--- src/source/rv_core_pkg.sv ---
//--------------------------------------
// rv_core shared types
// widths, opcodes, alu operations and
// the two views of an instruction word
//--------------------------------------
`default_nettype none

package rv_core_pkg;

  localparam int xlen = 64;

  typedef logic [xlen-1:0] word_t;
  typedef logic [4:0] reg_addr_t;

  // major opcodes of the supported subset
  typedef enum logic [6:0] {
    opc_lui    = 7'b0110111,
    opc_op_imm = 7'b0010011,
    opc_op     = 7'b0110011,
    opc_load   = 7'b0000011,
    opc_store  = 7'b0100011,
    opc_branch = 7'b1100011,
    opc_jal    = 7'b1101111
  } opcode_t;

  typedef enum logic [2:0] {
    alu_add,
    alu_sub,
    alu_and,
    alu_or,
    alu_xor,
    alu_slt,
    alu_pass_b
  } alu_op_t;

  typedef struct packed {
    logic [6:0] funct7;
    reg_addr_t  rs2;
    reg_addr_t  rs1;
    logic [2:0] funct3;
    reg_addr_t  rd;
    opcode_t    opcode;
  } r_view_t;

  // store and branch immediates split around rs1/rs2
  typedef struct packed {
    logic [6:0] imm_hi;
    reg_addr_t  rs2;
    reg_addr_t  rs1;
    logic [2:0] funct3;
    logic [4:0] imm_lo;
    opcode_t    opcode;
  } s_view_t;

  typedef union packed {
    r_view_t r_view;
    s_view_t s_view;
  } instr_t;

  // addi x0, x0, 0
  localparam logic [31:0] nop_word = 32'h0000_0013;

endpackage

`default_nettype wire

--- src/source/decode_unit.sv ---
//--------------------------------------
// decode unit
// field decode, immediates, load-use
// stall and the decode/execute register
//--------------------------------------
`timescale 1ns/1ns
`default_nettype none

module decode_unit (
  input  logic                   clock,
  input  logic                   reset,
  input  logic                   fetch_valid,
  input  rv_core_pkg::word_t     fetch_pc,
  input  rv_core_pkg::instr_t    fetch_instr,
  input  rv_core_pkg::word_t     rs1_data,
  input  rv_core_pkg::word_t     rs2_data,
  input  logic                   redirect,
  output rv_core_pkg::reg_addr_t rs1,
  output rv_core_pkg::reg_addr_t rs2,
  output logic                   stall,
  output logic                   ex_valid,
  output rv_core_pkg::word_t     ex_pc,
  output rv_core_pkg::alu_op_t   ex_alu_op,
  output rv_core_pkg::word_t     ex_op_a,
  output rv_core_pkg::word_t     ex_op_b,
  output rv_core_pkg::word_t     ex_imm,
  output logic                   ex_use_rs1,
  output logic                   ex_use_rs2,
  output rv_core_pkg::reg_addr_t ex_rs1,
  output rv_core_pkg::reg_addr_t ex_rs2,
  output rv_core_pkg::reg_addr_t ex_rd,
  output logic                   ex_rd_write,
  output logic                   ex_is_load,
  output logic                   ex_is_store,
  output logic                   ex_is_branch,
  output logic                   ex_branch_ne,
  output logic                   ex_is_jal
);

  rv_core_pkg::r_view_t r;
  rv_core_pkg::s_view_t s;
  rv_core_pkg::word_t imm_i;
  rv_core_pkg::word_t imm_s;
  rv_core_pkg::word_t imm_b;
  rv_core_pkg::word_t imm_u;
  rv_core_pkg::word_t imm_j;
  rv_core_pkg::word_t d_imm;
  rv_core_pkg::alu_op_t funct_op;
  rv_core_pkg::alu_op_t d_alu_op;
  logic d_use_rs1;
  logic d_use_rs2;
  logic d_rd_write;
  logic d_is_load;
  logic d_is_store;
  logic d_is_branch;
  logic d_is_jal;
  logic bubble;

  assign r = fetch_instr.r_view;
  assign s = fetch_instr.s_view;
  assign rs1 = r.rs1;
  assign rs2 = r.rs2;

  assign imm_i = {{52{r.funct7[6]}}, r.funct7, r.rs2};
  assign imm_s = {{52{s.imm_hi[6]}}, s.imm_hi, s.imm_lo};
  assign imm_b = {{52{s.imm_hi[6]}}, s.imm_lo[0], s.imm_hi[5:0], s.imm_lo[4:1], 1'b0};
  assign imm_u = {{32{fetch_instr[31]}}, fetch_instr[31:12], 12'd0};
  assign imm_j = {{44{fetch_instr[31]}}, fetch_instr[19:12], fetch_instr[20],
                  fetch_instr[30:21], 1'b0};

  always_comb begin
    case (r.funct3)
      3'b111:  funct_op = rv_core_pkg::alu_and;
      3'b110:  funct_op = rv_core_pkg::alu_or;
      3'b100:  funct_op = rv_core_pkg::alu_xor;
      3'b010:  funct_op = rv_core_pkg::alu_slt;
      default: funct_op = rv_core_pkg::alu_add;
    endcase
  end

  always_comb begin
    d_alu_op = rv_core_pkg::alu_add;
    d_imm = imm_i;
    d_use_rs1 = 1'b0;
    d_use_rs2 = 1'b0;
    d_rd_write = 1'b0;
    d_is_load = 1'b0;
    d_is_store = 1'b0;
    d_is_branch = 1'b0;
    d_is_jal = 1'b0;
    case (r.opcode)
      rv_core_pkg::opc_lui: begin
        d_alu_op = rv_core_pkg::alu_pass_b;
        d_imm = imm_u;
        d_rd_write = 1'b1;
      end
      rv_core_pkg::opc_op_imm: begin
        d_alu_op = funct_op;
        d_use_rs1 = 1'b1;
        d_rd_write = 1'b1;
      end
      rv_core_pkg::opc_op: begin
        d_alu_op = (r.funct3 == 3'b000 && r.funct7[5]) ? rv_core_pkg::alu_sub : funct_op;
        d_use_rs1 = 1'b1;
        d_use_rs2 = 1'b1;
        d_rd_write = 1'b1;
      end
      rv_core_pkg::opc_load: begin
        d_use_rs1 = 1'b1;
        d_rd_write = 1'b1;
        d_is_load = 1'b1;
      end
      // rs2 carries the store data through operand b
      rv_core_pkg::opc_store: begin
        d_imm = imm_s;
        d_use_rs1 = 1'b1;
        d_use_rs2 = 1'b1;
        d_is_store = 1'b1;
      end
      rv_core_pkg::opc_branch: begin
        d_imm = imm_b;
        d_use_rs1 = 1'b1;
        d_use_rs2 = 1'b1;
        d_is_branch = 1'b1;
      end
      rv_core_pkg::opc_jal: begin
        d_imm = imm_j;
        d_rd_write = 1'b1;
        d_is_jal = 1'b1;
      end
      default: ;
    endcase
  end

  // load in execute feeding this instruction
  assign stall = fetch_valid && ex_is_load && ex_rd_write &&
                 ((d_use_rs1 && rs1 == ex_rd) || (d_use_rs2 && rs2 == ex_rd));
  assign bubble = stall || redirect || !fetch_valid;

  always_ff @(posedge clock) begin
    if (reset || bubble) begin
      ex_valid <= 1'b0;
      ex_rd_write <= 1'b0;
      ex_is_load <= 1'b0;
      ex_is_store <= 1'b0;
      ex_is_branch <= 1'b0;
      ex_is_jal <= 1'b0;
    end else begin
      ex_valid <= 1'b1;
      ex_rd_write <= d_rd_write && r.rd != 5'd0;
      ex_is_load <= d_is_load;
      ex_is_store <= d_is_store;
      ex_is_branch <= d_is_branch;
      ex_is_jal <= d_is_jal;
    end
  end

  always_ff @(posedge clock) begin
    ex_pc <= fetch_pc;
    ex_alu_op <= d_alu_op;
    ex_op_a <= rs1_data;
    ex_op_b <= d_use_rs2 ? rs2_data : d_imm;
    ex_imm <= d_imm;
    ex_use_rs1 <= d_use_rs1;
    ex_use_rs2 <= d_use_rs2;
    ex_rs1 <= rs1;
    ex_rs2 <= rs2;
    ex_rd <= r.rd;
    ex_branch_ne <= r.funct3[0];
  end

endmodule

`default_nettype wire

--- config.mk ---
export PLATFORM = sky130hd
export DESIGN_NAME = decode_unit
export DESIGN_NICKNAME = d
export VERILOG_FILES = /design/src/source/rv_core_pkg.sv /design/src/source/decode_unit.sv
export SDC_FILE = /design/constraint.sdc
export NUM_CORES = 1
export LEC_CHECK = 0
export BUFFER_PORTS_ARGS = -buffer_cell sky130_fd_sc_hd__buf_2
export CAP_MARGIN = 15
export CORE_AREA = 3 3 203 205
export DETAILED_ROUTE_END_ITERATION = 7
export DIE_AREA = 0 0 206 208
export HOLD_SLACK_MARGIN = 0.12
export PLACE_DENSITY = 0.41
export SLEW_MARGIN = 20
export SYNTH_ARGS = -nofsm -noshare
export SYNTH_HDL_FRONTEND = slang
export SYNTH_SLANG_ARGS = --single-unit
--- constraint.sdc ---
create_clock -name clock -period 3.65 [get_ports clock]
set_input_delay 0 -clock clock [delete_from_list [all_inputs] [get_ports clock]]
set_output_delay 0 -clock clock [all_outputs]
set_load 0.03 [all_outputs]
==> run metrics, run 1 <==
EDFF count, synth 0; std cell rows 73; Die H 208 um; Mean Syn Cell Area 13.4 um2; Err [ERROR RSZ-0060] Max buffer count reached.; chip width 206 um; Gate Count Post-Synth 510; Synth async-reset ratio 0; Initial Util 0.172; Port Buffer Count between 500 and 600; CTS HTree Levels 1; CTS Hold Bufs a little over 300; # resized after CTS 0; xor/xnor cell area share of the yosys netlist 0.0141; Exit stage clock tree synthesis (4_1_cts); Syn Std Cell Area 0.00682 mm2; Post-CTS Setup Inserts 0; Netlist cell types 46; largest family of logic cells by synthesized area simple AND/OR/NAND/NOR gates; Post-Place Cell Area 0.00966 mm2; IO Pins ~520; CTS Buffer Depth 3; post-synthesis mux area share 0.0336; synthesized flop and latch total 251; DP Wirelength 22600 um; gp weighted congestion 0.747; CTS buffer count 29; Inst Count DP 1500; post-synthesis simple-gate area fraction 0.0840; outcome aborted with a tool error; Post-Synth Adder-Cell Area 0; Root Driver clkbuf_16; post-synthesis net count 738; register area share after synthesis 0.737; clock sinks 251; Synth warnings 0; prevailing post-synth register cell dfxtp_1; Synth Area in Compound Gates 0.0655
cell families after synthesis:
logic type | count (synthesis)
flops | 251
buf+inv | 61
simple gates | 108
xor+xnor | 11
mux | 17
compound gates | 62
Yosys cell counts, types with 2 or more instances:
library cell,count,area (um2)
nor2b_1,2,12.5
inv_1,2,7.51
a21o_1,45,338
nand3b_1,3,22.5
a21oi_1,3,15.0
and3_1,2,12.5
nor3_1,4,20.0
and2_1,7,43.8
nor2_1,8,30.0
mux2_2,7,78.8
dfxtp_1,251,5020
nand3_1,10,50.1
or3_1,2,12.5
buf_2,8,40.0
buf_4,42,315
xor2_1,5,43.8
nand2_1,52,195
nor4_1,2,12.5
o21ai_1,6,30.0
mux2_4,10,150
buf_6,7,78.8
nand2b_1,2,12.5
and4_1,2,17.5
xnor2_1,6,52.6
metrics by stage:
| stage | hold slack [ns] | worst slack (ns) |
|---|---|---|
| 2_1_floorplan | 0.0277 | 2.24 |
| 3_3_place_gp | 0.102 | 1.29 |
| 3_5_place_dp | 0.104 | 1.23 |
==> inputs of run 2 (changes only) <==
--- a/config.mk
+++ b/config.mk
@@ -7,11 +7,10 @@
 export LEC_CHECK = 0
 export BUFFER_PORTS_ARGS = -buffer_cell sky130_fd_sc_hd__buf_2
 export CAP_MARGIN = 15
-export CORE_AREA = 3 3 203 205
+export CORE_AREA = 3 3 201 203
 export DETAILED_ROUTE_END_ITERATION = 7
-export DIE_AREA = 0 0 206 208
-export HOLD_SLACK_MARGIN = 0.12
-export PLACE_DENSITY = 0.41
+export DIE_AREA = 0 0 204 206
+export PLACE_DENSITY_LB_ADDON = 0.15
 export SLEW_MARGIN = 20
 export SYNTH_ARGS = -nofsm -noshare
 export SYNTH_HDL_FRONTEND = slang
==> run 2 against run 1 <==
  * The run now ends clean
  * Synthesized area unchanged
  * Synthesized cell count is the same
==> run metrics, run 2 <==
outcome finished, final reports clean (was aborted with a tool error); CTS buffer count 29 (unchanged); routed len/inst approximately 16 um; Syn Std Cell Area 0.00682 mm2 (unchanged); pin count of the biggest net entering global routing 34; count of final hold-check violations 0; Slew headroom 0.465; Total Negative Setup Slacks 0 ns; post-synthesis simple-gate area fraction 0.0840 (unchanged); CTS Buffer Depth 3 (unchanged); vias per cell 3.61; total grt overflow 0; post-synthesis mux area share 0.0336 (unchanged); Overall Power 0.00704 W; Post-Synth Adder-Cell Area 0 (unchanged); CTS HTree Levels 1 (unchanged); fraction of layout cells with a size suffix above 1 0.462; Hold WC Path Type primary input to register; endpoint class of the critical path register; most frequent cell after synthesis dfxtp_1 (unchanged); Total Die Area 0.0420 mm2; largest family of logic cells by synthesized area simple AND/OR/NAND/NOR gates (unchanged); Synth warnings 0 (unchanged); most frequent cells in the layout buf_2 (521), dlygate4sd3_1 (256), dfxtp_1 (251); chip width 204 um (was 206 um); detailed-route via count 6515; wire length of the first global-routing pass 41300 um; largest area contributor in the netlist dfxtp_1 (unchanged); Pwr per Cell Area around 530 mW/mm2; crit path max fanout 19; first-pass detailed-route iteration total 6; Slew Limit Fails 0; Critical Path Source Type primary input; commonest non-fill, non-tap cell in the layout buf_2; Global Route Usage Sum 0.131; Worst EP arrival 3.11 ns; critical path class primary input to register; Gate Count Post-Synth 510 (unchanged); Mean Syn Cell Area 13.4 um2 (unchanged); initial drt markers roughly 170; Area Growth Syn to Fin 94.2%; IO Pins 522 (unchanged); fillcell total about 3900; CORE AREA 0.0386 mm2; Req. time, crit path 4.10 ns; DRC errors left 0; Top Registers ex_op_a: 64 flops, ex_op_b: 64 flops, ex_pc: 64 flops; largest cells by area after synthesis dfxtp_1 (74%), a21o_1 (5.0%), buf_4 (4.6%), nand2_1 (2.9%), mux2_4 (2.2%) (unchanged); gp weighted congestion 0.714 (was 0.747); initial antenna violation count 0; top-area cell type share of the netlist area 0.737 (unchanged); max frequency 0.375 GHz; crit path to ex_op_b[11]; register area share after synthesis 0.737 (unchanged); clock sinks 251 (unchanged); Initial Util 0.176 (was 0.172); share of the cycle needed by the critical path after routing 0.730; final net count 1492; P_leak 6.53 nW; # setup viols final 0; Post-Route WL 29500 um; maximum VDD drop 0.307 mV; DP Wirelength 21800 um (was 22600 um); FF-to-FF End ex_is_branch; TritonCTS clock tree yes; Die H 206 um (was 208 um); Clock Latency Late Sink 0.56 ns; Max-Cap Viols 0; xor/xnor cell area share of the yosys netlist 0.0141 (unchanged); Final Skew roughly 0.011 ns; synthesized flop and latch total 251 (unchanged); std cell rows 72 (was 73); vias in the first global route 6819; Reg2Reg Launch Point ex_rd[4]; prevailing post-synth register cell dfxtp_1 (unchanged); Synth Area in Compound Gates 0.0655 (unchanged); unrepaired setup endpoints after global routing false; ANT nets after route 0; Port Buffer Count 521 (unchanged); top cells by count, synth dfxtp_1 (251), nand2_1 (52), a21o_1 (45) (unchanged); worst reg2reg setup slack 2.07 ns; fin crit period 2.66 ns; Synth async-reset ratio 0 (unchanged); Setup crit start fetch_instr[2]; Worst Reg-to-Reg Cells 4; Clock transition at path regs 0.06 ns; worst slew pin tran 0.795 ns; Root Driver clkbuf_16 (unchanged); post-synthesis net count 738 (unchanged); EDFF count, synth 0 (unchanged); Netlist cell types 46 (unchanged); # resized after CTS 0 (unchanged)
-- run 2: cell counts after synthesis --
Identical to the previous run, type by type.
-- run 2: metrics by stage --
| step | cells | setup WS (ns) | hold WS, ns | utilization | area, um2 |
|---|---|---|---|---|---|
| floorplan | 510 | 2.24 | 0.0277 | - | 6820 |
| global placement | 1495 | 1.23 | 0.102 | 0.250 | 9670 |
| detailed placement | 1495 | 1.21 | 0.104 | 0.250 | 9670 |
| CTS | 1805 | 0.920 | 0.0237 | 0.343 | 13200 |
| global route | 1805 | 0.763 | 0.0386 | 0.343 | 13200 |
| finish | 1806 | 0.986 | 0.0687 | 0.343 | 13200 |
-- run 2: cell families (layout without fill, tap and decap cells) --
logic type / after synthesis / after routing
flip-flops: 251 / 251
AND/OR/NAND/NOR: 108 / 108
AO/OA/AOI/OAI: 62 / 62
buffers and inverters: 61 / 838
multiplexers: 17 / 17
XOR/XNOR: 11 / 11
other: 0 / 1
-- run 2: worst min path at each step --
stage                     from            to  slack (ns)  depth (start not counted)
4_1_cts           fetch_pc[55]     ex_pc[55]        0.02                          2
3_5_place_dp      rs1_data[37]   ex_op_a[37]        0.10                          1
2_1_floorplan  fetch_instr[12]  ex_branch_ne        0.03                          0
6_report           fetch_pc[6]      ex_pc[6]        0.07                          2
3_3_place_gp      rs1_data[18]   ex_op_a[18]        0.10                          1
5_1_grt           fetch_pc[44]     ex_pc[44]        0.04                          2
-- run 2: critical path: stages --
cell	delay, ns
dlygate4sd3_1	0.52
buf_2	0.17
nor4bb_4	0.43
nand3_4	0.42
inv_2	0.41
or3_1	0.43
o211ai_1	0.15
dlygate4sd3_1	0.57
-- run 2: layer usage --
layer	share of wire	GRT usage	routed length, um	vias to the layer above
li1	-	-	-	3151
met1	0.38	0.143	11100	3033
met2	0.50	0.238	14800	296
met3	0.096	0.0496	2840	35
met4	0.025	0.0354	739	0
met5	0	0	0	-
-- run 2: area by class of cell --
class                           count  area [um2]  share of cell area
Timing Repair Buffer              781        5200               0.393
Sequential cell                   251        5020               0.379
Multi-Input combinational cell    198        1350               0.102
Clock buffer                       42         815              0.0615
Tap cell                          518         648              0.0489
Clock inverter                     12         198              0.0149
Inverter                            3        11.3            0.000850
Antenna cell                        1        2.50            0.000189
-- run 2: where the power goes --
part           internal (W)  total [W]  leakage [nW]  switching, W
registers           0.00289    0.00293          2.11     0.0000411
clock network       0.00190    0.00307         0.489       0.00117
logic              0.000436    0.00104          3.93      0.000603
total               0.00523    0.00704          6.53       0.00181
-- run 2: timing repair --
action                                 4_1_cts  5_1_grt
setup buffers                                0        0
endpoints found under the hold margin      250        0
hold buffers                               256        0
No activity file was read; power rests on OpenSTA's default activity.
